`src/hdl/core_consts.svh`:
```
// core width, register file size and reset vector defines
`ifndef CORE_CONSTS_SVH
`define CORE_CONSTS_SVH

// data path and address width, RV64
`define XLEN 64

// integer register file
`define REG_NUM 32                  // x0 .. x31
`define REG_AW 5                    // log2 of REG_NUM

// fetch address taken out of reset
`define RESET_PC 64'h8000_0000

// fixed 32-bit encoding, no compressed set
`define INST_W 32

`endif

```
`src/hdl/reg_file.sv`:
```
// integer register file: two async read ports, one write port, x0 held at zero
`timescale 1ns/100ps
`default_nettype none

`include "core_consts.svh"

module reg_file (
    input  wire                clk,
    input  wire                arst_n,
    input  wire                wen,
    input  wire  [`REG_AW-1:0] waddr,
    input  wire  [`REG_AW-1:0] raddr1,
    input  wire  [`REG_AW-1:0] raddr2,
    input  wire  [`XLEN-1:0]   wdata,
    output logic [`XLEN-1:0]   rdata1,
    output logic [`XLEN-1:0]   rdata2
);

    logic [`XLEN-1:0] regs [`REG_NUM];

    always_ff @(posedge clk or negedge arst_n) begin
        if (!arst_n) begin
            for (int i = 0; i < `REG_NUM; i++) begin
                regs[i] <= '0;
            end
        end else if (wen && waddr != '0) begin   // x0 never written
            regs[waddr] <= wdata;
        end
    end

    // x0 stays zero since reset cleared it and writes skip it
    assign rdata1 = regs[raddr1];
    assign rdata2 = regs[raddr2];

    a_x0_reads_zero: assert property (@(posedge clk) disable iff (!arst_n)
        (raddr1 == '0) |-> (rdata1 == '0))
        else $error("x0 read back nonzero: %h", rdata1);

endmodule

`default_nettype wire

```
`config.mk`:
```
export PLATFORM = sky130hd
export DESIGN_NAME = reg_file
export DESIGN_NICKNAME = d
export VERILOG_FILES = /design/src/hdl/reg_file.sv
export VERILOG_INCLUDE_DIRS = /design/src /design/src/hdl
export SDC_FILE = /design/constraint.sdc
export NUM_CORES = 2
export LEC_CHECK = 0
export BUFFER_PORTS_ARGS = -buffer_cell sky130_fd_sc_hd__buf_2
export CORE_ASPECT_RATIO = 1.25
export CORE_MARGIN = 2
export CORE_UTILIZATION = 50
export CTS_CLUSTER_SIZE = 12
export DETAILED_ROUTE_END_ITERATION = 6
export MAX_ROUTING_LAYER = met4
export PLACE_DENSITY = 0.73
export RECOVER_POWER = 100
export SETUP_SLACK_MARGIN = 0.1
export SLEW_MARGIN = 5
export SYNTH_ARGS = -nofsm -noshare
export SYNTH_HDL_FRONTEND = slang
export SYNTH_SLANG_ARGS = --single-unit
```
`constraint.sdc`:
```
create_clock -name clk -period 2.8 [get_ports clk]
set_input_delay 0 -clock clk [delete_from_list [all_inputs] [get_ports clk]]
set_output_delay 0 -clock clk [all_outputs]
set_load 0.05 [all_outputs]
```
Word-level counts from Yosys, hierarchy flattened

Index checks and enable logic that the tools add are counted.
Widths: inputs -> output; s select.

Register bits: 2048
Latch bits: 0
Bits in writable memories: 0
Memory bits (read-only): 0
Input bits: 82
Output and inout bits: 128
Logic and storage cells: 51
Memories: 0

Add/sub/neg operators: 0
Multiply operators: 0
Divide/modulo/power cells: 0
Magnitude comparators: 4
Equal/unequal tests: 0
Shift operators: 0
Mux-type cells: 9
Bitwise operators: 3
Reductions and logical operators: 3

Operator list:

| operator           | number |
|---|---|
| $bwmux 2048        | 1 |
| $bmux 64 s5        | 2 |
| $demux 64 s5       | 1 |
| $mux 64            | 5 |
| $ge 6x6->1 const B | 3 |
| $not 5->6          | 3 |
| $lt 6x1->1 const B | 1 |
| $reduce_bool 5->1  | 1 |
| $logic_and 1x1->1  | 2 |

Logic depth before layout (Yosys ltp)

Word-level depth: 6
Mapped depth: 9
Gate-level depth less buffers: 4

Worst setup path after synthesis

OpenSTA, ideal clock, no wires.

Path kind: in2out
Start point: in raddr2[0]
End point: out rdata2[20]
Arrival: 2.562 ns
Required time: 2.800 ns
Slack: 0.238 ns
Cell stages on the path: 8
Path buffers: 6
Cells stage by stage: buf_2 -> buf_4 -> buf_4 -> buf_2 -> buf_4 -> clkbuf_1 -> a211oi_1 -> o31ai_1

Cells in the longest elaborated chain, start to end: 4

Ends and longest elaborated chain:

| what                                        | RTL line       | source |
|---|---|---|
| start: declaration                          | reg_file.sv:13 | `` input wire [`REG_AW-1:0] raddr2, `` |
| $not 5->6 (not written as such)             | reg_file.sv:33 | `assign rdata2 = regs[raddr2];` |
| $bmux 64 s5                                 | reg_file.sv:33 |  |
| $mux 64 (not written as such) (2 in series) | reg_file.sv:33 |  |
| end: declaration                            | reg_file.sv:16 | `` output logic [`XLEN-1:0] rdata2 `` |

No other way between the ends. The select of a mux whose other input is x is not followed.

Final worst setup path

Start point: in waddr[4]
End point: reg regs[1598] (netlist name)

Cells in the longest elaborated chain, start to end: 6

Ends and longest elaborated chain:

| what                                                           | RTL line       | source |
|---|---|---|
| start: declaration                                             | reg_file.sv:11 | `` input wire [`REG_AW-1:0] waddr, `` |
| $not 5->6 (not written as such)                                | reg_file.sv:27 | `regs[waddr] <= wdata;` |
| $ge 6x6->1 (not written as such) or $lt 6x1->1 (tied branches) | reg_file.sv:27 |  |
| $logic_and 1x1->1 (not written as such)                        | reg_file.sv:27 |  |
| $mux 64 (not written as such)                                  | reg_file.sv:27 |  |
| $demux 64 s5                                                   | reg_file.sv:27 |  |
| $bwmux 2048                                                    | reg_file.sv:27 |  |
| end signal: indexed assignment                                 | reg_file.sv:27 |  |
| end: declaration                                               | reg_file.sv:19 | `` logic [`XLEN-1:0] regs [`REG_NUM]; `` |

Several ways; a longest one is shown, not always the timed one.
A chain may end at the register's enable or synchronous reset.

==> impl_results.md <==
* Min-Delay Path Class: in2reg
* Post-Syn Nets at 6594
* Initial antenna violation count at 18
* Most frequent cells in the layout: 2077 x mux2_2, 2048 x dfrtp_1, 1145 x mux4_2
* RSZ-0062 raised after global routing: true
* Max-cap violations at 19
* CP Cell Sequence: dlygate4sd3_1 -> buf_2 -> nand2b_1 -> nor3b_1 -> and3_2 -> clkbuf_2 -> clkbuf_2 -> mux2_2
* Cells after synthesis at 6512
* Sequential area share after synthesis at 47.6%
* Critical path arrival at 3.57 ns
* Final setup vio count at 8
* Number of CTS-inserted buffers at 205
* Final HPWL DP at 203 mm
* Most Frequent Cell on Critical Path: clkbuf_2
* Initial core utilization at 50.3%
* # nets final at 6828
* Fmax at 353 MHz
* Port bufs at 209
* Final count of hold timing violations at 0
* Synthesized area per cell at 16.5 um^2
* Clk slew on worst S/H paths at 0.06 ns
* Period Utilization, post-route at 101%
* Die width at 419 um
* Clock Sinks at 2048
* Fin util at 57.1%
* Tmin final at 2.83 ns
* Die height at 523 um
* DRC errors left at 0
* Vias in the first global route at 70692
* Max clock buf depth at 3
* Leakage at 52.8 nW
* # rows at 190
* Post-Route WL at 329 mm
* Placed insts at 9270
* Critical path capture point type: register
* DIE AREA at 219000 um^2
* Critical path's top delay family: buffers and inverters
* Area after DPL at 115000 um^2
* Via Count at 66470
* Gr ovfl total at 0
* Root Driver: clkbuf_16
* Power Density at 715 nW/um^2
* Yosys reg bits at 2048
* Filler cells at 16305
* Critical path buffers and inverters at 4
* Core area at 214000 um^2
* Worst-skew pair later-pin latency at 0.86 ns
* H-tree lvl count at 4
* Failing checks: capacitance limit, slew limit, setup timing
* Required time of the critical path at 3.53 ns
* Slew margin rel. at -34.3%
* Yosys warns at 0
* Synthesized cell area at 108000 um^2
* Critical-path top delay cell: clkbuf_2
* Commonest non-fill, non-tap cell in the layout: mux2_2
* Largest net degree at the start of global routing at 113
* Biggest regs: regs (2048)
* Crit path kind: in2reg
* Wire length per cell at 33.7 um
* First-pass GRT wire length at 488 mm
* Post-Layout Cell Count at 9772
* Slew at the pin closest to its max-slew limit at 2.01 ns
* Global Route Usage Sum at 31.4%
* Finished Cell Area at 122000 um^2
* Layout Skew at 0 ns
* Worst vdd ir at 0.488 mV
* Pre-antenna DRT Iters at 6
* Via/cell ratio at 6.80
* Placer congestion estimate at 0.854
* Detail Route Antenna Nets at 0
* Max-slew violation count at 762
* Synth cell types at 30
* Status: complete, but fails checks
* Layout cells sized above 1 at 62.6%
* Max reg flops at 2048
* CTS tree: done
* Ports at 210
* Critical path launch point type: input port
* Detailed Route Iter0 Violations at 6282
* Biggest register: regs
* Worst Path Max Fanout at 22
* Delay of the slowest critical-path stage at 1.20 ns
* Area Overhead vs Synth at 13.5%
* Final setup margin at -0.0331 ns
[synth_stat cells]
library cell	instances	area share [%]
nor2b_1	20	0.12
a221o_1	26	0.24
a211oi_1	3	0.021
nand2_1	20	0.070
o31ai_1	3	0.021
and3_1	6	0.035
buf_6	5	0.052
inv_1	1	0.0035
mux4_2	1145	24
a22o_1	9	0.073
buf_1	36	0.13
nand2b_1	5	0.029
a221oi_1	34	0.28
buf_2	218	1.0
clkbuf_1	487	1.7
nand3_1	6	0.028
dfrtp_1	2048	48
nor2_1	27	0.094
and2_0	2	0.012
a21oi_1	9	0.042
buf_4	27	0.19
nor3b_1	1	0.0070
nor3_2	4	0.037
mux2_2	2151	22
and2_1	1	0.0058
a211o_1	9	0.073
nand4_1	2	0.012
mux2i_1	144	1.3
o22a_1	3	0.024
o22ai_1	60	0.35
[worst min-delay path: stages]
cell and delay [ns]:
dlygate4sd3_1 0.53, buf_2 0.28, mux2_2 0.32
[path summary, 6_finish.rpt]
kind / endpoint / from / slack [ns] / depth (start not counted)
worst max-delay path: regs[1598] / waddr[4] / -0.03 / 8
worst min-delay path: regs[1668] / wdata[4] / 0.30 / 3
worst max register to register: regs[539] / regs[539] / 1.79 / 3
worst min register to register: regs[2021] / regs[2021] / 0.40 / 0
max in group asynchronous: regs[1577] / arst_n / 0.29 / 5
min in group asynchronous: regs[1037] / arst_n / 0.36 / 4
[layer usage]
layer / global-route usage, % / vias to the layer above / share of wire (%)
li1: - / 25950 / -
met3: 5.51 / 828 / 7.6
met1: 40.8 / 36626 / 39
met2: 49.2 / 3066 / 49
met5: - / - / 0
met4: 12.8 / 0 / 5.0
[power breakdown]
part / total [W] / switching (W) / leakage [nW] / internal (W)
clock network: 0.0266 / 0.0118 / 3.11 / 0.0148
registers: 0.0395 / 0.00424 / 26.3 / 0.0352
logic: 0.0213 / 0.00870 / 23.5 / 0.0126
total: 0.0874 / 0.0247 / 52.8 / 0.0626
[final cells by class]
class	count	area, um^2	share of cell area [%]
diodes	14	35.0	0.0287
clock buffers	306	6010	4.92
clock inverters	33	293	0.240
inverters	1	6.26	0.00512
multi-input cells	3690	53800	44.0
flip-flops and latches	2048	51200	41.9
well taps	2880	3600	2.95
repair buffers	800	7230	5.92
[repair_timing]
| item | in CTS | in global routing |
|---|---|---|
| hold endpoints to repair | 4032 | 0 |
| gates resized for setup | 334 | 66 |
| setup buffers | 51 | 24 |
| setup endpoints to repair | 96 | 101 |
| pin swaps | 12 | 7 |
| hold buffers | 74 | 0 |
| gates cloned | 0 | 0 |
[logic make-up (layout without fill, tap and decap cells)]
group,count (synthesis),count (layout),share of synthesized area [%]
AO/OA/AOI/OAI,156,156,1.12
buffers and inverters,774,1140,3.08
flip-flops,2048,2048,47.6
multiplexers,3440,3440,47.8
other,0,14,0
AND/OR/NAND/NOR,94,94,0.445
[per-stage QoR]
| step | power [W] | hold slack, ns | setup WS [ns] | setup TNS (ns) |
|---|---|---|---|---|
| after floorplan | 0.0536 | -0.296 | 0.238 | 0 |
| after global placement | 0.0590 | -0.0359 | 0.317 | 0 |
| after detailed placement | 0.0600 | -0.0422 | 0.346 | 0 |
| after CTS | 0.0880 | 0.236 | -0.00341 | -0.00341 |
| after global routing | 0.0907 | 0.318 | -0.00844 | -0.0186 |
| final | 0.0874 | 0.296 | -0.0331 | -0.0915 |
Note: power is estimated with default switching activity, not from simulation.
