--- src/hdl/core_consts.svh ---
// core width, register file size and reset vector defines
`ifndef CORE_CONSTS_SVH
`define CORE_CONSTS_SVH

// data path and address width, RV64
`define XLEN 64

// integer register file
`define REG_NUM 32                  // x0 .. x31
`define REG_AW 5                    // log2 of REG_NUM

// fetch address taken out of reset
`define RESET_PC 64'h8000_0000

// fixed 32-bit encoding, no compressed set
`define INST_W 32

`endif

--- src/hdl/core_pkg.sv ---
// data word, register address, control, execute and retire types passed between stages
`default_nettype none

package core_pkg;

`include "core_consts.svh"

    typedef logic [`XLEN-1:0]   xword_t;
    typedef logic [`REG_AW-1:0] reg_addr_t;

    typedef enum logic [2:0] {
        ALU_ADD,
        ALU_SUB,
        ALU_SLT,
        ALU_XOR,
        ALU_OR,
        ALU_AND,
        ALU_PASS_B                      // LUI
    } alu_op_e;

    typedef enum logic {SRC_A_RS1, SRC_A_PC}  src_a_e;
    typedef enum logic {SRC_B_RS2, SRC_B_IMM} src_b_e;
    typedef enum logic {WB_ALU, WB_PC4}       wb_sel_e;

    typedef enum logic [1:0] {
        PC_SEQ,
        PC_BRANCH,
        PC_JAL,
        PC_JALR
    } pc_sel_e;

    // decode output, consumed by execute and result
    typedef struct packed {
        alu_op_e    alu_op;
        src_a_e     src_a;
        src_b_e     src_b;
        wb_sel_e    wb_sel;
        pc_sel_e    pc_sel;
        logic [2:0] br_funct3;
        logic       reg_wen;
        reg_addr_t  rd;
        xword_t     imm;            // already sign extended
        logic       illegal;
    } ctrl_t;

    typedef struct packed {
        xword_t alu_res;
        logic   branch_taken;
    } exec_t;

    // one retired instruction as seen outside the core
    typedef struct packed {
        logic      valid;
        logic      wen;
        reg_addr_t rd;
        xword_t    wdata;
        xword_t    pc;
    } retire_t;

endpackage

`default_nettype wire

--- src/hdl/result.sv ---
// result stage: PC register, run flag, next-PC select and retire record
`timescale 1ns/100ps
`default_nettype none

`include "core_consts.svh"

module result (
    input  wire                   clk,
    input  wire                   arst_n,
    input  wire core_pkg::ctrl_t  ctrl,
    input  wire core_pkg::exec_t  ex,
    input  wire core_pkg::xword_t rs1_data,
    output core_pkg::xword_t      pc,
    output core_pkg::retire_t     retire
);
    import core_pkg::*;

    xword_t pc_seq;
    xword_t pc_rel;
    xword_t jalr_sum;
    xword_t next_pc;
    logic   run;

    assign pc_seq   = pc + xword_t'(4);
    assign pc_rel   = pc + ctrl.imm;            // JAL and taken branch
    assign jalr_sum = rs1_data + ctrl.imm;

    always_comb begin
        case (ctrl.pc_sel)
            PC_SEQ:    next_pc = pc_seq;
            PC_BRANCH: next_pc = ex.branch_taken ? pc_rel : pc_seq;
            PC_JAL:    next_pc = pc_rel;
            PC_JALR:   next_pc = {jalr_sum[`XLEN-1:1], 1'b0};
            default:   next_pc = pc_seq;
        endcase
    end

    // pc holds at the reset vector until the first edge sets run
    always_ff @(posedge clk or negedge arst_n) begin
        if (!arst_n) begin
            pc  <= `RESET_PC;
            run <= 1'b0;
        end else begin
            run <= 1'b1;
            if (run) begin
                pc <= next_pc;
            end
        end
    end

    always_comb begin
        retire.valid = run;
        retire.wen   = run && ctrl.reg_wen;
        retire.rd    = ctrl.rd;
        retire.wdata = (ctrl.wb_sel == WB_PC4) ? pc_seq : ex.alu_res;   // link or ALU
        retire.pc    = pc;
    end

    a_pc_aligned: assert property (@(posedge clk) disable iff (!arst_n)
        (run && ctrl.pc_sel inside {PC_JAL, PC_BRANCH} && pc[1:0] == 2'b00)
        |=> (pc[1:0] == 2'b00))
        else $error("misaligned pc after jump or branch: %h", pc);

endmodule

`default_nettype wire

--- config.mk ---
export PLATFORM = sky130hd
export DESIGN_NAME = result
export DESIGN_NICKNAME = d
export VERILOG_FILES = /design/src/hdl/core_pkg.sv /design/src/hdl/result.sv
export VERILOG_INCLUDE_DIRS = /design/src /design/src/hdl
export SDC_FILE = /design/constraint.sdc
export NUM_CORES = 1
export LEC_CHECK = 0
export BUFFER_PORTS_ARGS = -buffer_cell sky130_fd_sc_hd__buf_4
export CORE_MARGIN = 10
export CORE_UTILIZATION = 54
export DETAILED_ROUTE_END_ITERATION = 7
export PLACE_DENSITY = 0.86
export SLEW_MARGIN = 20
export SYNTH_ARGS = -nofsm -noshare
export SYNTH_HDL_FRONTEND = slang
export SYNTH_SLANG_ARGS = --single-unit
--- constraint.sdc ---
create_clock -name clk -period 4.1 [get_ports clk]
set_clock_uncertainty 0.05 [all_clocks]
set_input_delay 0.41 -clock clk [delete_from_list [all_inputs] [get_ports clk]]
set_output_delay 0.41 -clock clk [all_outputs]
set_load 0.02 [all_outputs]
# [After elaboration in Yosys (flattened, before gate mapping)]
# Cells that the tools add are included.
[totals] regBits=65 inputBits=213 out_inout_bits=199 elab_cells=13
[op_classes] addsub=3 n_eq_ne=3 n_mux=3 reduce_logical=2
[ops] cell="64-bit case mux with 4 select lines" count=1
[ops] cell="64-bit adder" count=2
[ops] cell="64-bit 2-to-1 mux" count=2
[ops] cell="64-bit by 3-bit adder with 64-bit output, second input constant" count=1
[ops] cell="2-bit == test, second input constant" count=2
[ops] cell="2-bit by 1-bit == test with 1-bit output, second input constant" count=1
[ops] cell="2-bit logical NOT" count=1
[ops] cell="1-bit logical AND" count=1

# [Depth between registers and ports, before layout]
[depth] depth_word=3 depth_mapped=14 ltp_nobuf=14

# [Least setup slack after synthesis]
# OpenSTA, ideal clock, no wires.
[synth_path] path_type="register -> register" startpoint="register pc[0]" endpoint="register pc[52]" setup_ns=0.121 t_arrival_ns=3.054 required_ns=3.929 slack_ns=0.875 path_stages_with_launch=15 path_buffers=0 synth_period_minus_slack_ns=3.225 path_cell_list="dfrtp_1 > ha_1 > inv_1 > fa_1 > nand2b_1 > a211oi_1 > a2111oi_4 > o21ai_2 > a311oi_1 > a22oi_1 > a21boi_2 > o21ai_1 > xnor2_1 > o221ai_1 > o22a_1"
[synth_via] elab_chain_len=3 elab_cells_between_ends=4 cone_classes="add/sub (2); mux (2)"
[synth_lines] item="start, declared" line_no="result.sv:13" text="output core_pkg::xword_t pc,"
[synth_lines] item="start signal, assigned" line_no="result.sv:41" text="pc <= `RESET_PC;"
[synth_lines] item="start signal, assigned" line_no="result.sv:46" text="pc <= next_pc;"
[synth_lines] item="64-bit by 3-bit adder with 64-bit output / 64-bit adder (equally long branches)" line_no="result.sv:24, result.sv:25"
[synth_lines] item="64-bit 2-to-1 mux" line_no="result.sv:31" text="PC_BRANCH: next_pc = ex.branch_taken ? pc_rel : pc_seq;"
[synth_lines] item="64-bit case mux with 4 select lines *" line_no="result.sv:29" text="case (ctrl.pc_sel)"
# Every way passes the cells marked *; elsewhere a longest branch is shown, timed or not.
# A chain may end at the register's enable or synchronous reset.

==> metrics.md <==
| Metric | Value |
|---|---|
| Final Slew Violations | `0` |
| Count of filler cells inserted in the layout | `2,161` |
| Maximum Capacitance Violations | `0` |
| Switching portion of total power | `0.5420` |
| Latest clock arrival within the worst-skew pair | `360 ps` |
| Number of primary I/O pins | `412` |
| Setup violators final | `0` |
| Die Y | `176.5 µm` |
| Standard-cell rows | `57` |
| Number of violations reported at the end of detailed-routing iteration 0 | `1,572` |
| Critical path origin | `pc[2]$_DFFE_PN0P_` |
| Relative slew margins | `0.2698` |
| H-tree levels | `3` |
| Ratio of final minimum period to clock period | `0.9641` |
| Global-route wire length before repair | `84,550 µm` |
| Share of layout cells above drive strength 1 | `0.2313` |
| Asr flop ratio synth | `1.000` |
| Cell Count, Final, Fillers Out | `2,455` |
| Number of enable flip-flop cells after synthesis | `0` |
| WP data required | `3640 ps` |
| Critical R2R Capture | `pc[58]$_DFFE_PN0P_` |
| Critical path capture point type | `output pin` |
| Total Routing Usage GR | `0.3355` |
| DR pass1 iterations | `5` |
| Initial antenna violation count | `0` |
| Cts-stage hold buffer count | `0` |
| DRC violation count after routing | `0` |
| Antenna-violating nets left | `0` |
| Number of buffers inserted by port buffering | `392` |
| Post-Route Setup TNS | `0 ps` |
| Result of the run | `complete, no violations` |
| Total of cells resized after clock tree synthesis | `0` |
| Total global routing overflow | `0` |
| Final WS setup | `147.2 ps` |
| Static power due to leakage | `7.358 nW` |
| Data arrival time of the worst path | `3490 ps` |
| Ratio of total power to cell area | `599.9 nW/µm²` |
| Most used cells in the layout excluding fill and tap cells | `buf_4, a21oi_1, nor2_1, nand2_1, ha_1` |
| Dominant synthesized flop cell | `dfrtp_1` |
| Worst Setup Path Type | `flip-flop to output pin` |
| Root Driver | `clkbuf_16` |
| Routed wire length | `55,730 µm` |
| Routed via count divided by cell count | `6.422` |
| Type of element launching the critical path | `flip-flop` |
| Part of the power in registers | `0.164` |
| Number of global-route vias before repair | `15,305` |
| Type of the worst min-delay path | `input port to async pin` |
| Post-synth cell types | `92` |
| Time the worst path needs with I/O delays and setup | `3953 ps` |
| Setup repair after global routing missed its margin | `no` |
| Highest attainable clock frequency | `253.0 MHz` |
| TritonCTS clock tree | `done` |
| Tightest Pin Transition | `1094 ps` |
| Post-detailed-route wirelength per cell | `22.70 µm` |
| Switch Pwr | `5.264 mW` |
| Clk slew on worst S/H paths | `60 ps` |
| Power share of the combinational group | `0.743` |
| Maximum number of buffers from clock root to sink | `2` |
| Clock network fraction of total power | `0.094` |
| Worst setup slack before clock tree synthesis | `313.6 ps` |
| Worst IR Drop VDD | `0.3014 mV` |
| Worst R2R Setup Slack | `370 ps` |
| Antenna diode count | `0` |
| Cells after synthesis | `1,872` |
| Post-Synthesis Net Count | `2,213` |
| Register bit total from synthesis | `65` |
| Final net count | `2,467` |
| Netlist Area Pre-Place | `13,230 µm²` |
| Pin count of the biggest net entering global routing | `71` |
| Horizontal die dimension | `176.5 µm` |
| Area Growth Syn to Fin | `22.38%` |
| Total clock buffers created by CTS | `9` |
| Effective utilization at floorplan | `0.5456` |
| Internal power | `4.449 mW` |
| Die outline area | `31,160 µm²` |
| Fraction of the yosys area taken by sequential cells | `0.1230` |
| Hold Vio Cnt, Final | `0` |
| Launching point of the worst reg2reg path | `pc[0]$_DFFE_PN0P_` |
| Synthesized area per cell | `7.067 µm²` |
| Sinks on Clock Net | `65` |
| Number of warnings reported in the yosys synthesis log | `0` |
| Largest fanout on the critical path | `9` |
| Count of buffers added by post-CTS timing repair for setup | `0` |
| Number of vias after detailed routing | `15,767` |
| Hold slack final | `151.8 ps` |
| RD Place Congestion | `1.013` |
| Most frequent standard cell in the layout excluding fill and tap cells | `buf_4` |
| Placed instance count | `2,439` |
| Dpl hpwl | `44,640 µm` |
| Std-Cell Core Area | `24,250 µm²` |
| Number of cell instances on the worst register-to-register path | `14` |
-- area by class of cell --
| type | instances | area (µm²) | area share |
|---|---|---|---|
| sequential | 65 | 1632 | 0.1008 |
| timing repair buffer | 423 | 3188 | 0.1969 |
| tap | 324 | 405.4 | 0.02504 |
| clock inverter | 5 | 77.57 | 0.004791 |
| inverter | 34 | 127.6 | 0.007883 |
| multi-input combinational | 1593 | 10510 | 0.6490 |
| clock buffer | 11 | 252.7 | 0.01561 |
-- cells in the mapped netlist, types with 7 or more instances --
master / number / area share
nor3_1: 23 / 0.0087
a221oi_1: 7 / 0.0046
a211oi_1: 15 / 0.0085
xnor2_1: 96 / 0.064
o221ai_1: 14 / 0.0093
nor2b_1: 10 / 0.0047
nor2_1: 205 / 0.058
nand3_1: 48 / 0.018
o21bai_1: 20 / 0.011
nand4_1: 41 / 0.019
o22a_1: 8 / 0.0053
dfrtp_1: 64 / 0.12
clkbuf_1: 85 / 0.024
o21a_1: 18 / 0.010
or3_1: 8 / 0.0038
buf_2: 13 / 0.0049
mux2i_1: 8 / 0.0061
and4_1: 8 / 0.0053
o32ai_1: 8 / 0.0053
xor2_1: 73 / 0.048
a31oi_1: 22 / 0.010
a21o_1: 76 / 0.043
and2_1: 12 / 0.0057
nand2_1: 159 / 0.045
inv_1: 34 / 0.0096
and3_1: 36 / 0.017
nand2b_1: 14 / 0.0066
a22oi_1: 10 / 0.0057
o22ai_1: 23 / 0.011
o211ai_1: 17 / 0.0096
buf_4: 74 / 0.042
mux2_2: 8 / 0.0068
o21ai_0: 118 / 0.045
ha_1: 126 / 0.12
a21oi_1: 249 / 0.094
-- critical path, stage by stage (launching register included) --
cell and delay (ps):
dfrtp_1 520, ha_1 300, nand2_1 150, nor4_2 290
and3_1 310, nand2b_1 160, nor4_2 630, and3_1 360
xnor2_1 90, a21oi_1 160, buf_4 160
-- per-stage QoR --
stage	power, mW	cell area [µm²]	utilization
2_1_floorplan	6.463	13230	-
3_3_place_gp	8.590	15850	0.6537
3_5_place_dp	8.667	15850	0.6537
4_1_cts	9.604	16180	0.6673
5_1_grt	10.35	16190	0.6677
6_report	9.713	16190	0.6677
-- flip-flops by register name, indices dropped and copies added, names as in the netlist --
register  count
run           1
pc           64
-- layer usage --
metal / up-vias / global-route usage / wire length [µm]
li1: 7323 / - / -
met1: 7386 / 0.4045 / 21970
met2: 904 / 0.5632 / 26250
met3: 154 / 0.06514 / 4994
met4: 0 / 0.1580 / 2514
met5: - / 0 / 0
-- power groups by stage --
stage	registers [mW]	clock network (mW)	logic (mW)
final	1.59	0.909	7.22
after global routing	1.64	0.926	7.79
after CTS	1.57	0.904	7.13
after detailed placement	1.57	0	7.09
after global placement	1.56	0	7.03
after floorplan	1.68	0	4.79
-- worst max path at each step --
stage	endpoint	slack, ps
finish	retire[120]	150
global route	retire[112]	8
CTS	retire[104]	50
detailed placement	pc[56]$_DFFE_PN0P_	310
global placement	pc[60]$_DFFE_PN0P_	370
floorplan	pc[52]$_DFFE_PN0P_	870
-- cell families (layout without fill, tap and decap cells) --
| group | count (synthesis) | in the layout | synth area share |
|---|---|---|---|
| AO/OA/AOI/OAI | 683 | 683 | 0.3307 |
| AND/OR/NAND/NOR | 596 | 596 | 0.2153 |
| buffers and inverters | 214 | 473 | 0.08370 |
| XOR/XNOR | 169 | 169 | 0.1119 |
| adder cells (fa/ha/maj) | 128 | 128 | 0.1222 |
| flip-flops | 65 | 65 | 0.1230 |
| multiplexers | 16 | 16 | 0.01286 |
| other | 1 | 1 | 0.0002834 |
Power figures use the tool's default switching activity.
