==> config.mk <==
export PLATFORM = sky130hd
export DESIGN_NAME = decode
export DESIGN_NICKNAME = d
export VERILOG_FILES = /design/src/hdl/isa_pkg.sv /design/src/hdl/core_pkg.sv /design/src/hdl/decode.sv
export VERILOG_INCLUDE_DIRS = /design/src /design/src/hdl
export SDC_FILE = /design/constraint.sdc
export NUM_CORES = 1
export LEC_CHECK = 0
export ABC_AREA = 1
export BUFFER_PORTS_ARGS = -buffer_cell sky130_fd_sc_hd__buf_2
export CAP_MARGIN = 5
export CORE_ASPECT_RATIO = 1.2
export CORE_MARGIN = 5
export CORE_UTILIZATION = 34
export DETAILED_ROUTE_END_ITERATION = 6
export GPL_ROUTABILITY_DRIVEN = 0
export PLACE_DENSITY = 0.81
export SYNTH_ARGS = -nofsm -noshare
export SYNTH_HDL_FRONTEND = slang
export SYNTH_SLANG_ARGS = --single-unit
export TNS_END_PERCENT = 30
==> constraint.sdc <==
create_clock -name vclk -period 1.4
set_input_delay 0.28 -clock vclk [all_inputs]
set_output_delay 0.28 -clock vclk [all_outputs]
set_load 0.02 [all_outputs]
==> src/hdl/core_consts.svh <==
// core width, register file size and reset vector defines
`ifndef CORE_CONSTS_SVH
`define CORE_CONSTS_SVH

// data path and address width, RV64
`define XLEN 64

// integer register file
`define REG_NUM 32                  // x0 .. x31
`define REG_AW 5                    // log2 of REG_NUM

// fetch address taken out of reset
`define RESET_PC 64'h8000_0000

// fixed 32-bit encoding, no compressed set
`define INST_W 32

`endif

==> src/hdl/isa_pkg.sv <==
// RV64I instruction format structs, format union, opcode enum and funct constants
`default_nettype none

package isa_pkg;

    // major opcodes of the supported subset
    typedef enum logic [6:0] {
        OPC_LUI    = 7'b0110111,
        OPC_AUIPC  = 7'b0010111,
        OPC_JAL    = 7'b1101111,
        OPC_JALR   = 7'b1100111,
        OPC_BRANCH = 7'b1100011,
        OPC_OP_IMM = 7'b0010011,
        OPC_OP     = 7'b0110011
    } opcode_e;

    typedef struct packed {
        logic [6:0] funct7;
        logic [4:0] rs2;
        logic [4:0] rs1;
        logic [2:0] funct3;
        logic [4:0] rd;
        logic [6:0] opcode;
    } r_fmt_t;

    typedef struct packed {
        logic [11:0] imm;         // imm[11:0]
        logic [4:0]  rs1;
        logic [2:0]  funct3;
        logic [4:0]  rd;
        logic [6:0]  opcode;
    } i_fmt_t;

    // split immediate layout, read here as B-type
    typedef struct packed {
        logic [6:0] imm_hi;       // imm[12|10:5]
        logic [4:0] rs2;
        logic [4:0] rs1;
        logic [2:0] funct3;
        logic [4:0] imm_lo;       // imm[4:1|11]
        logic [6:0] opcode;
    } s_fmt_t;

    typedef struct packed {
        logic [19:0] imm;         // U: imm[31:12], J: scrambled imm[20:1]
        logic [4:0]  rd;
        logic [6:0]  opcode;
    } u_fmt_t;

    // one instruction word, viewed per format once the opcode is known
    typedef union packed {
        r_fmt_t r;
        i_fmt_t i;
        s_fmt_t s;
        u_fmt_t u;
    } inst_u;

    // branch funct3
    localparam logic [2:0] F3_BEQ = 3'b000;
    localparam logic [2:0] F3_BNE = 3'b001;
    localparam logic [2:0] F3_BLT = 3'b100;
    localparam logic [2:0] F3_BGE = 3'b101;

    // ALU funct3 for OP and OP-IMM
    localparam logic [2:0] F3_ADD_SUB = 3'b000;
    localparam logic [2:0] F3_SLT     = 3'b010;
    localparam logic [2:0] F3_XOR     = 3'b100;
    localparam logic [2:0] F3_OR      = 3'b110;
    localparam logic [2:0] F3_AND     = 3'b111;

    localparam logic [6:0] F7_BASE = 7'b0000000;
    localparam logic [6:0] F7_ALT  = 7'b0100000;    // SUB on OP

endpackage

`default_nettype wire

==> src/hdl/core_pkg.sv <==
// data word, register address, control, execute and retire types passed between stages
`default_nettype none

package core_pkg;

`include "core_consts.svh"

    typedef logic [`XLEN-1:0]   xword_t;
    typedef logic [`REG_AW-1:0] reg_addr_t;

    typedef enum logic [2:0] {
        ALU_ADD,
        ALU_SUB,
        ALU_SLT,
        ALU_XOR,
        ALU_OR,
        ALU_AND,
        ALU_PASS_B                      // LUI
    } alu_op_e;

    typedef enum logic {SRC_A_RS1, SRC_A_PC}  src_a_e;
    typedef enum logic {SRC_B_RS2, SRC_B_IMM} src_b_e;
    typedef enum logic {WB_ALU, WB_PC4}       wb_sel_e;

    typedef enum logic [1:0] {
        PC_SEQ,
        PC_BRANCH,
        PC_JAL,
        PC_JALR
    } pc_sel_e;

    // decode output, consumed by execute and result
    typedef struct packed {
        alu_op_e    alu_op;
        src_a_e     src_a;
        src_b_e     src_b;
        wb_sel_e    wb_sel;
        pc_sel_e    pc_sel;
        logic [2:0] br_funct3;
        logic       reg_wen;
        reg_addr_t  rd;
        xword_t     imm;            // already sign extended
        logic       illegal;
    } ctrl_t;

    typedef struct packed {
        xword_t alu_res;
        logic   branch_taken;
    } exec_t;

    // one retired instruction as seen outside the core
    typedef struct packed {
        logic      valid;
        logic      wen;
        reg_addr_t rd;
        xword_t    wdata;
        xword_t    pc;
    } retire_t;

endpackage

`default_nettype wire

==> src/hdl/decode.sv <==
// decode stage: format views, immediate build, control bundle and illegal flag
`timescale 1ns/100ps
`default_nettype none

`include "core_consts.svh"

module decode (
    input  wire logic [`INST_W-1:0] inst,
    output core_pkg::ctrl_t         ctrl,
    output core_pkg::reg_addr_t     rs1,
    output core_pkg::reg_addr_t     rs2
);
    import isa_pkg::*;
    import core_pkg::*;

    inst_u      iw;
    logic [6:0] opcode;
    xword_t     imm_i;
    xword_t     imm_b;
    xword_t     imm_u;
    xword_t     imm_j;

    assign iw     = inst;
    assign opcode = iw.r.opcode;
    assign rs1    = iw.r.rs1;
    assign rs2    = iw.r.rs2;

    // sign extended immediates, one per format
    assign imm_i = {{(`XLEN-12){iw.i.imm[11]}}, iw.i.imm};
    assign imm_b = {{(`XLEN-13){iw.s.imm_hi[6]}}, iw.s.imm_hi[6], iw.s.imm_lo[0],
                    iw.s.imm_hi[5:0], iw.s.imm_lo[4:1], 1'b0};
    assign imm_u = {{(`XLEN-32){iw.u.imm[19]}}, iw.u.imm, 12'b0};
    assign imm_j = {{(`XLEN-21){iw.u.imm[19]}}, iw.u.imm[19], iw.u.imm[7:0],
                    iw.u.imm[8], iw.u.imm[18:9], 1'b0};

    always_comb begin
        ctrl.alu_op    = ALU_ADD;
        ctrl.src_a     = SRC_A_RS1;
        ctrl.src_b     = SRC_B_IMM;
        ctrl.wb_sel    = WB_ALU;
        ctrl.pc_sel    = PC_SEQ;
        ctrl.br_funct3 = iw.r.funct3;
        ctrl.reg_wen   = 1'b0;
        ctrl.rd        = iw.r.rd;
        ctrl.imm       = imm_i;
        ctrl.illegal   = 1'b0;

        case (opcode)
            OPC_LUI: begin
                ctrl.imm     = imm_u;
                ctrl.alu_op  = ALU_PASS_B;
                ctrl.reg_wen = 1'b1;
            end
            OPC_AUIPC: begin
                ctrl.imm     = imm_u;
                ctrl.src_a   = SRC_A_PC;        // pc + imm
                ctrl.reg_wen = 1'b1;
            end
            OPC_JAL: begin
                ctrl.imm     = imm_j;
                ctrl.wb_sel  = WB_PC4;          // link
                ctrl.pc_sel  = PC_JAL;
                ctrl.reg_wen = 1'b1;
            end
            OPC_JALR: begin
                ctrl.wb_sel  = WB_PC4;
                ctrl.pc_sel  = PC_JALR;
                ctrl.reg_wen = 1'b1;
                ctrl.illegal = (iw.i.funct3 != 3'b000);
            end
            OPC_BRANCH: begin
                ctrl.imm    = imm_b;
                ctrl.pc_sel = PC_BRANCH;
                ctrl.illegal = !(iw.s.funct3 inside {F3_BEQ, F3_BNE, F3_BLT, F3_BGE});
            end
            OPC_OP_IMM: begin
                ctrl.reg_wen = 1'b1;
                case (iw.i.funct3)
                    F3_ADD_SUB: ctrl.alu_op = ALU_ADD;
                    F3_SLT:     ctrl.alu_op = ALU_SLT;
                    F3_XOR:     ctrl.alu_op = ALU_XOR;
                    F3_OR:      ctrl.alu_op = ALU_OR;
                    F3_AND:     ctrl.alu_op = ALU_AND;
                    default:    ctrl.illegal = 1'b1;   // shifts, SLTIU
                endcase
            end
            OPC_OP: begin
                ctrl.src_b   = SRC_B_RS2;
                ctrl.reg_wen = 1'b1;
                case (iw.r.funct3)
                    F3_ADD_SUB: ctrl.alu_op = iw.r.funct7[5] ? ALU_SUB : ALU_ADD;
                    F3_SLT:     ctrl.alu_op = ALU_SLT;
                    F3_XOR:     ctrl.alu_op = ALU_XOR;
                    F3_OR:      ctrl.alu_op = ALU_OR;
                    F3_AND:     ctrl.alu_op = ALU_AND;
                    default:    ctrl.illegal = 1'b1;
                endcase
                // only SUB may set a funct7 bit
                if (iw.r.funct7 != F7_BASE &&
                    !(iw.r.funct7 == F7_ALT && iw.r.funct3 == F3_ADD_SUB)) begin
                    ctrl.illegal = 1'b1;
                end
            end
            default: ctrl.illegal = 1'b1;
        endcase

        // illegal words retire as a no-op
        if (ctrl.illegal) begin
            ctrl.reg_wen = 1'b0;
            ctrl.pc_sel  = PC_SEQ;
        end
    end

endmodule

`default_nettype wire

# [Word-level counts from Yosys, hierarchy flattened]
# Cells that the tools add are included.
[word_totals] memories=0 romBits=0 ff_bits=0 input_bits=32 out_inout_bits=92 ram_bits=0 latch_bits=0
[classes] n_mul=0 div=0 addsub=0 n_reduce_logical=13 n_mux=15 bitwise_logic=0 order_cmp=0 n_shift=0 n_eq_ne=14
[ops] cell="$pmux W31 S3" n=1
[ops] cell="$eq A7 B6 Y1 const B" n=3
[ops] cell="$eq A7 B7 Y1 const B" n=3
[ops] cell="$pmux W3 S5" n=1
[ops] cell="$eq A7 B5 Y1 const B" n=2
[ops] cell="$eq A3 B3 Y1 const B" n=4
[ops] cell="$pmux W3 S4" n=1
[ops] cell="$pmux W3 S3" n=1
[ops] cell="$mux W1" n=8
[ops] cell="$reduce_bool A7 Y1" n=1
[ops] cell="$pmux W2 S3" n=1
[ops] cell="$reduce_or A6 Y1" n=1
[ops] cell="$pmux W1 S5" n=1
[ops] cell="$reduce_or A5 Y1" n=1
[ops] cell="$reduce_bool A4 Y1" n=1
[ops] cell="$reduce_or A2 Y1" n=2
[ops] cell="$eq A3 B1 Y1 const B" n=1
[ops] cell="$eq A3 B2 Y1 const B" n=1
[ops] cell="$logic_not A3 Y1" n=1
[ops] cell="$reduce_bool A3 Y1" n=1
[ops] cell="$reduce_or A3 Y1" n=1
[ops] cell="$logic_and A1 B1 Y1" n=2
[ops] cell="$logic_not A1 Y1" n=2
[ops] cell="$mux W2" n=1

# [Longest topological paths before layout]
# Gate-level depths: netlist of the first run.
[depth] ltp_word=7 depth_mapped=9 mapped_depth_nobuf=9

# [Least setup slack after synthesis of the first run]
# Ideal clock, no wire load.
[synth_timing] path_kind="input-to-output" start="input inst[1]" end="output ctrl[79] (netlist bit)" path_stages=8 arrival_time_ns=1.325 path_slack_ns=-0.205 path_cell_list="nand2_1 -> inv_1 -> nand2_1 -> nor2_1 -> inv_1 -> nor3_1 -> nor2_1 -> nor2_1"
[synth_lines] element="from (decl)" line_no="decode.sv:8" text="input wire logic [`INST_W-1:0] inst,"
[synth_lines] element="to (decl)" line_no="decode.sv:9" text="output core_pkg::ctrl_t ctrl,"

==> results.ini, run 1 <==
[global_route]
grt_max_degree=27
overflow=0
grt_pass1_wl_um=6161
grt_pass1_vias=1423
antenna_found_initial=0
track_usage_pct=17.27

[worst_setup_path]
crit_fanout=4
cp.required_ns=1.12
startpoint_type=input port
worstPathArrival_ns=1.32
cp-end-kind=output port
worstSetupPathType=in2out

[sta]
tightestPinTransition_ns=0.1987
hold_violations=0
setup_violations=32
drv_slew=0
rsz0062_at_grt=yes
fmax_mhz=624.1
layout_setup_ws_ns=-0.2022
min_period_ns=1.602
min_period_over_period_pct=114.4
relSlewSlack_pct=86.65

[pwr]
p_leak_uw=0.001103
vdd_drop_max_mv=0.2907
power_uw=635.7
powerDensity_nw_per_um2=329.3

[placement]
dpl_cell_area_um2=1577
dp_cells=316
dpl.hpwl_um=3168
portBuffers=124

[run_status]
violations=setup timing
outcome=finished with violations

[clocking]
hold_buffers=0

[cells_and_area]
layout-drive-gt1-share_pct=74.65
finish.utilization_pct=68.67
antenna_cells=0
seq_cell_count=0
area_delta_synth_final_pct=91.68
layout.nets=318
fin_cells=318
final-seq-area_um2=0
post-route-cell-area_um2=1931
n_clock_buffer=0

[synth]
synthTopCellsByCount=buf_4, nand2_1, inv_1, nor2_1, o21ai_0
synth_top_area_share_pct=38.01
ys_types=21
synth.avg_cell_area_um2=5.504
yosysTopAreaCell=buf_4
syn_inst=183
syn_nets=215
synth_area_leaders=buf_4, nand2_1, inv_1, nor2_1, o21ai_0
syn_area_um2=1007
ys_seq_area_share_pct=0
ys.warnings.count=0
post-synth-top-count-cell=buf_4

[drt]
drt-pass1-iter-count=4
route.detailed.vias_per_inst=4.434
postRouteAntennaNets=0
detail_route.drc_violations=0
wl_per_cell_um=12.39
finalWirelength_um=3939
drtIter0Drc=32
vias=1410

[run]
maxCapViolCount=0

[floorplan]
core_um2=2811
num_rows=21
die_w_um=59.69
ios=124
initial_core_util_pct=35.83
die_h_um=69.62
die_area_um2=4155

[worst_hold_path]
holdCritPathClass=in2out
hold_depth=2
hold_end=rs2[1]
worstHoldStart=inst[21]

## area by class of cell
type	instances	area (um^2)
tap	34	42.54
multi-input combinational	102	689.4
timing repair buffer	154	1079
inverter	28	120.1
fill	251	880.8
## critical path, stage by stage
cell	delay, ns
buf_2	0.11
nand2_4	0.09
nor2_4	0.06
buf_4	0.14
nand3_1	0.08
nand2_1	0.07
nor2_2	0.12
nand3_4	0.12
nor2_2	0.11
buf_4	0.15
## timing repair
action	in CTS	in global routing
setup buffers	2	0
setup endpoints to repair	41	41
pin swaps	14	3
gates cloned	0	0
resized for setup	94	14
## logic make-up (layout without fill, tap and decap cells)
logic type             count (synthesis)  in the layout  share of synthesized area, %
AO/OA/AOI/OAI                         23             23                         11.68
buffers and inverters                 81            182                         49.32
AND/OR/NAND/NOR                       79             79                         39.01
## power breakdown
part | internal (uW) | leakage [uW] | switching [uW]
logic | 259 | 0.00110 | 377
clock network | 0 | 0 | 0
registers | 0 | 0 | 0
## cell usage in the layout, fill, tap and decap left out, drive strengths merged
cell type / Yosys / layout
a21oi: 2 / 2
buf: 52 / 154
inv: 28 / 28
nand2: 36 / 36
nand3: 6 / 6
nand4: 1 / 1
nor2: 31 / 31
nor3: 4 / 4
nor4: 1 / 1
o211ai: 1 / 1
o21ai: 20 / 20
## worst max path at each step
stage               endpoint  slack (ns)  startpoint
global route        ctrl[75]       -0.30     inst[1]
CTS                 ctrl[12]       -0.18     inst[6]
global placement     ctrl[3]       -0.26     inst[6]
detailed placement  ctrl[74]       -0.29     inst[1]
finish              ctrl[75]       -0.20     inst[1]
floorplan           ctrl[79]       -0.13     inst[1]
## metrics by stage
step	setup TNS (ns)	setup WS [ns]	hold WS [ns]
6_report	-3.811	-0.2022	0.7938
5_1_grt	-6.386	-0.2971	0.7984
4_1_cts	-3.769	-0.1808	0.7945
3_5_place_dp	-8.445	-0.2903	0.7938
3_3_place_gp	-7.698	-0.2623	0.7938
2_1_floorplan	-1.278	-0.1259	0.6123
## routing by layer
layer	track usage [%]	share of wire (%)	vias to the layer above
li1	-	-	718
met1	17.01	31	632
met2	36.54	59	56
met3	2.421	9.0	4
met4	0.9852	0.96	0
met5	0	0	-
Note: power is estimated with default switching activity, not from simulation.
==> run 2: changes to the inputs <==
--- a/config.mk
+++ b/config.mk
@@ -15,6 +15,7 @@
 export DETAILED_ROUTE_END_ITERATION = 6
 export GPL_ROUTABILITY_DRIVEN = 0
 export PLACE_DENSITY = 0.81
+export SKIP_LAST_GASP = 1
 export SYNTH_ARGS = -nofsm -noshare
 export SYNTH_HDL_FRONTEND = slang
 export SYNTH_SLANG_ARGS = --single-unit
==> run 2 against run 1 <==
  * The flow still finishes with violations (setup timing)
  * Maximum frequency is 3.3% lower
  * Combinational power fell by 2%
  * Sequential cell count unchanged
  * Global-route usage shrank 0.69 points
  * Core utilization rose by 0.58 points
  * Critical path depth stayed put
  * Sequential share of layout area did not move
  * Power down 1.5%
  * Setup slack worse by 0.055 ns
  * Cell area grew 0.84%
  * Critical path type unchanged
==> results.ini, run 2 (same netlist as run 1, synthesis figures left out) <==
[cells_and_area]
layout-drive-gt1-share_pct=75.35
final-seq-area_um2=0
antenna_cells=0
layout.nets=322
nFillCells=242
n_clock_buffer=0
finish.utilization_pct=69.25
final_common_cell=buf_2
area_delta_synth_final_pct=93.29
seq_cell_count=0
final_cell_mix=buf_2, buf_4, nand2_1, inv_1, buf_6
post-route-cell-area_um2=1947

[global_route]
overflow=0
grt_max_degree=27
antenna_found_initial=0
grt_pass1_vias=1420
track_usage_pct=16.58
grt_pass1_wl_um=5913

[pwr]
p_sw_share_pct=60.64
powerDensity_nw_per_um2=321.8
vdd_drop_max_mv=0.2947
clkPwrFrac_pct=0
p_seq_share_pct=0
p_int_uw=246.6
p_leak_uw=0.001107
p_switching_uw=379.9
combPwrFrac_pct=100.0

[floorplan]
initial_core_util_pct=35.83
ios=124
die_w_um=59.69
core_um2=2811
die_h_um=69.62
num_rows=21
die_area_um2=4155

[sta]
hold_violations=0
drv_slew=0
rsz0062_at_grt=yes
min_period_ns=1.658
fmax_mhz=603.3
tightestPinTransition_ns=0.2474
layout_setup_ws_ns=-0.2575
min_period_over_period_pct=118.4
setup_violations=40
fin_hold_ws_ns=0.7938
relSlewSlack_pct=83.45

[drt]
wl_per_cell_um=12.60
route.detailed.vias_per_inst=4.432
drtIter0Drc=25
postRouteAntennaNets=0
detail_route.drc_violations=0
finalWirelength_um=4058
vias=1427
drt-pass1-iter-count=4

[worst_setup_path]
cp_num_cells=10
worstPathArrival_ns=1.38
slowest_delay_ns=0.15
critPathLaunch=inst[2]
crit_fanout=4
cp_top_family=simple AND/OR/NAND/NOR gates
cp-end-kind=output port
cp.required_ns=1.12
worstSetupPathType=in2out
path_cells=buf_8, nor2_4, nand2_8, buf_12, nor2_4, inv_2, nor3_2, nor2_1, nor2_2, buf_6
cpMostUsedCell=nor2_4
critPathBufInv=4
worst_path_max_delay_cell=nor2_4
critPathCapture=ctrl[79]
startpoint_type=input port

[run_status]
violations=setup timing
outcome=finished with violations

[clocking]
hold_buffers=0

[placement]
dpl_cell_area_um2=1577
portBuffers=124
place_ws_ns=-0.2903
dpl.hpwl_um=3168

[run]
maxCapViolCount=0

[worst_hold_path]
holdCritPathClass=in2out

## run 2: how the worst min path moves through the flow
stage	start	end	cells past startpoint
after global placement	inst[23]	rs2[3]	2
final	inst[21]	rs2[1]	2
after detailed placement	inst[11]	ctrl[69]	2
after CTS	inst[11]	ctrl[69]	2
after floorplan	inst[6]	ctrl[78]	1
after global routing	inst[21]	rs2[1]	2
## run 2: layout make-up
cell class                 instances  area (um^2)  area share [%]
timing repair buffer             158         1062           54.56
multi-input combinational        102        724.4           37.21
inverter                          28        117.6           6.041
tap                               34        42.54           2.185
## run 2: layer usage
metal  share of wire (%)  GRT usage, %  wire length, um  vias to the layer above
met5                   0             0                0                        -
met4                 1.1         1.478               43                        0
met3                 9.6         2.607              391                        8
met2                  58         36.06             2349                       65
met1                  31         15.05             1273                      629
li1                    -             -                -                      725
## run 2: timing repair
action                                  in CTS  in global routing
gates resized for setup                     59                 31
endpoints found under the setup margin      41                 41
setup buffers                                2                  4
pin swaps                                   13                 17
## run 2: stage by stage
stage,TNS (ns),std cells,power (uW)
3_3_place_gp,-7.698,316,536.8
4_1_cts,-5.197,318,600.3
5_1_grt,-8.470,322,666.9
3_5_place_dp,-8.445,316,542.8
2_1_floorplan,-1.278,183,391.5
6_report,-5.802,322,626.4
## run 2: power by group through the flow
stage / Sequential, uW / Combinational [uW] / Clock [uW]
after floorplan: 0 / 391 / 0
after global placement: 0 / 537 / 0
after detailed placement: 0 / 543 / 0
after CTS: 0 / 600 / 0
after global routing: 0 / 667 / 0
final: 0 / 626 / 0
==> run 3: changes to the inputs <==
--- a/config.mk
+++ b/config.mk
@@ -10,7 +10,7 @@
 export BUFFER_PORTS_ARGS = -buffer_cell sky130_fd_sc_hd__buf_2
 export CAP_MARGIN = 5
 export CORE_ASPECT_RATIO = 1.2
-export CORE_MARGIN = 5
+export CORE_MARGIN = 4
 export CORE_UTILIZATION = 34
 export DETAILED_ROUTE_END_ITERATION = 6
 export GPL_ROUTABILITY_DRIVEN = 0
@@ -19,4 +19,3 @@
 export SYNTH_ARGS = -nofsm -noshare
 export SYNTH_HDL_FRONTEND = slang
 export SYNTH_SLANG_ARGS = --single-unit
-export TNS_END_PERCENT = 30
==> run 3 against run 2 <==
  * Sequential cell count unchanged
  * The flow still finishes with violations (setup timing)
  * Critical path depth unchanged
  * Largest cell class unchanged
  * Setup slack better by 0.065 ns
  * Highest routed layer is now met3
==> results.ini, run 3 (same netlist as run 1, synthesis figures left out) <==
[cells_and_area]
n_clock_buffer=0
finish.utilization_pct=72.05
layout-drive-gt1-share_pct=80.07
seq_cell_count=0
area_delta_synth_final_pct=101.1
final_cell_mix=buf_2, buf_4, buf_6, inv_1, o21ai_2
layout.nets=325
final-seq-area_um2=0
final_common_cell=buf_2
fin_cells=325
antenna_cells=0

[worst_setup_path]
cpMostUsedCell=buf_6
cp-end-kind=output port
cp.required_ns=1.12
critPathLaunch=inst[6]
worst_path_max_delay_cell=nor2_4
worstPathArrival_ns=1.31
startpoint_type=input port
worstSetupPathType=in2out
crit_fanout=4
slowest_delay_ns=0.17
path_cells=buf_8, nand2_4, nor2_4, nand2_2, buf_6, inv_4, nor2_4, buf_6, o21ai_2, buf_6

[sta]
setup_violations=40
rsz0062_at_grt=yes
tightestPinTransition_ns=0.2069
min_period_ns=1.593
relSlewSlack_pct=86.13
layout_setup_ws_ns=-0.1929
fin_hold_ws_ns=0.7952
hold_violations=0
min_period_over_period_pct=113.8
drv_slew=0
fmax_mhz=627.8

[placement]
dpl.hpwl_um=3079
dp_cells=315
portBuffers=124

[pwr]
vdd_drop_max_mv=0.2452
powerDensity_nw_per_um2=318.4
p_int_uw=259.8
combPwrFrac_pct=100.0
p_switching_uw=385.2
p_seq_share_pct=0
clkPwrFrac_pct=0
p_sw_share_pct=59.72
p_leak_uw=0.001147

[floorplan]
ios=124
die_h_um=67.62
initial_core_util_pct=35.83
num_rows=21
die_area_um2=3901
die_w_um=57.69
core_um2=2811

[worst_hold_path]
worstHoldStart=inst[23]
hold_depth=2
hold_end=rs2[3]
holdCritPathClass=in2out

[run_status]
outcome=finished with violations
violations=setup timing

[global_route]
overflow=0
grt_max_degree=15
grt_pass1_vias=1279
track_usage_pct=16.92
antenna_found_initial=0
grt_pass1_wl_um=5451

[drt]
wl_per_cell_um=11.70
finalWirelength_um=3803
detail_route.drc_violations=0
route.detailed.vias_per_inst=4.415
postRouteAntennaNets=0
vias=1435
drtIter0Drc=18
drt-pass1-iter-count=4

[run]
maxCapViolCount=0

[clocking]
hold_buffers=0

-- run 3: changes by cell type in the layout (fill, tap and decap cells not counted), sizes merged --
cell | previous run | this run
buf | 158 | 161
-- run 3: how the worst max path moves through the flow --
stage	to
2_1_floorplan	ctrl[74]
4_1_cts	ctrl[3]
6_report	ctrl[3]
5_1_grt	ctrl[70]
3_5_place_dp	ctrl[2]
3_3_place_gp	ctrl[2]
-- run 3: area by class of cell --
cell class	instances	area, um^2
timing repair buffer	161	1091
fill	262	785.8
tap	34	42.54
multi-input combinational	102	769.5
inverter	28	122.6
-- run 3: per-layer routing --
metal	GRT usage [%]	vias up	share of wire, %
met2	38.28	62	60
met4	1.159	0	0
met1	16.29	642	31
met5	0	-	0
met3	1.721	0	9.4
li1	-	731	-
-- run 3: per-stage QoR --
| stage | total power [uW] | TNS (ns) | setup WS (ns) | cell area, um^2 |
|---|---|---|---|---|
| 2_1_floorplan | 404.6 | -0.1319 | -0.04529 | 1122 |
| 5_1_grt | 687.5 | -6.638 | -0.2587 | 2026 |
| 4_1_cts | 630.7 | -4.445 | -0.1833 | 1949 |
| 3_3_place_gp | 551.1 | -6.988 | -0.2588 | 1608 |
| 6_report | 645.0 | -4.135 | -0.1929 | 2026 |
| 3_5_place_dp | 558.0 | -8.225 | -0.3157 | 1608 |
-- run 3: critical path, delay by kind of cell --
family                 cells  cell delay (ns)
AO/OA/AOI/OAI              1             0.14
buffers and inverters      5             0.52
AND/OR/NAND/NOR            4             0.36
-- run 3: timing repair --
item | CTS | global route
buffers inserted | 8 | 2
gates resized for setup | 87 | 18
pin swaps | 19 | 4
endpoints found under the setup margin | 41 | 41
-- run 3: power by group through the flow --
stage                     clock network [uW]  registers [uW]  logic [uW]
after floorplan                            0               0         405
after global placement                     0               0         551
after detailed placement                   0               0         558
after CTS                                  0               0         631
after global routing                       0               0         687
final                                      0               0         645
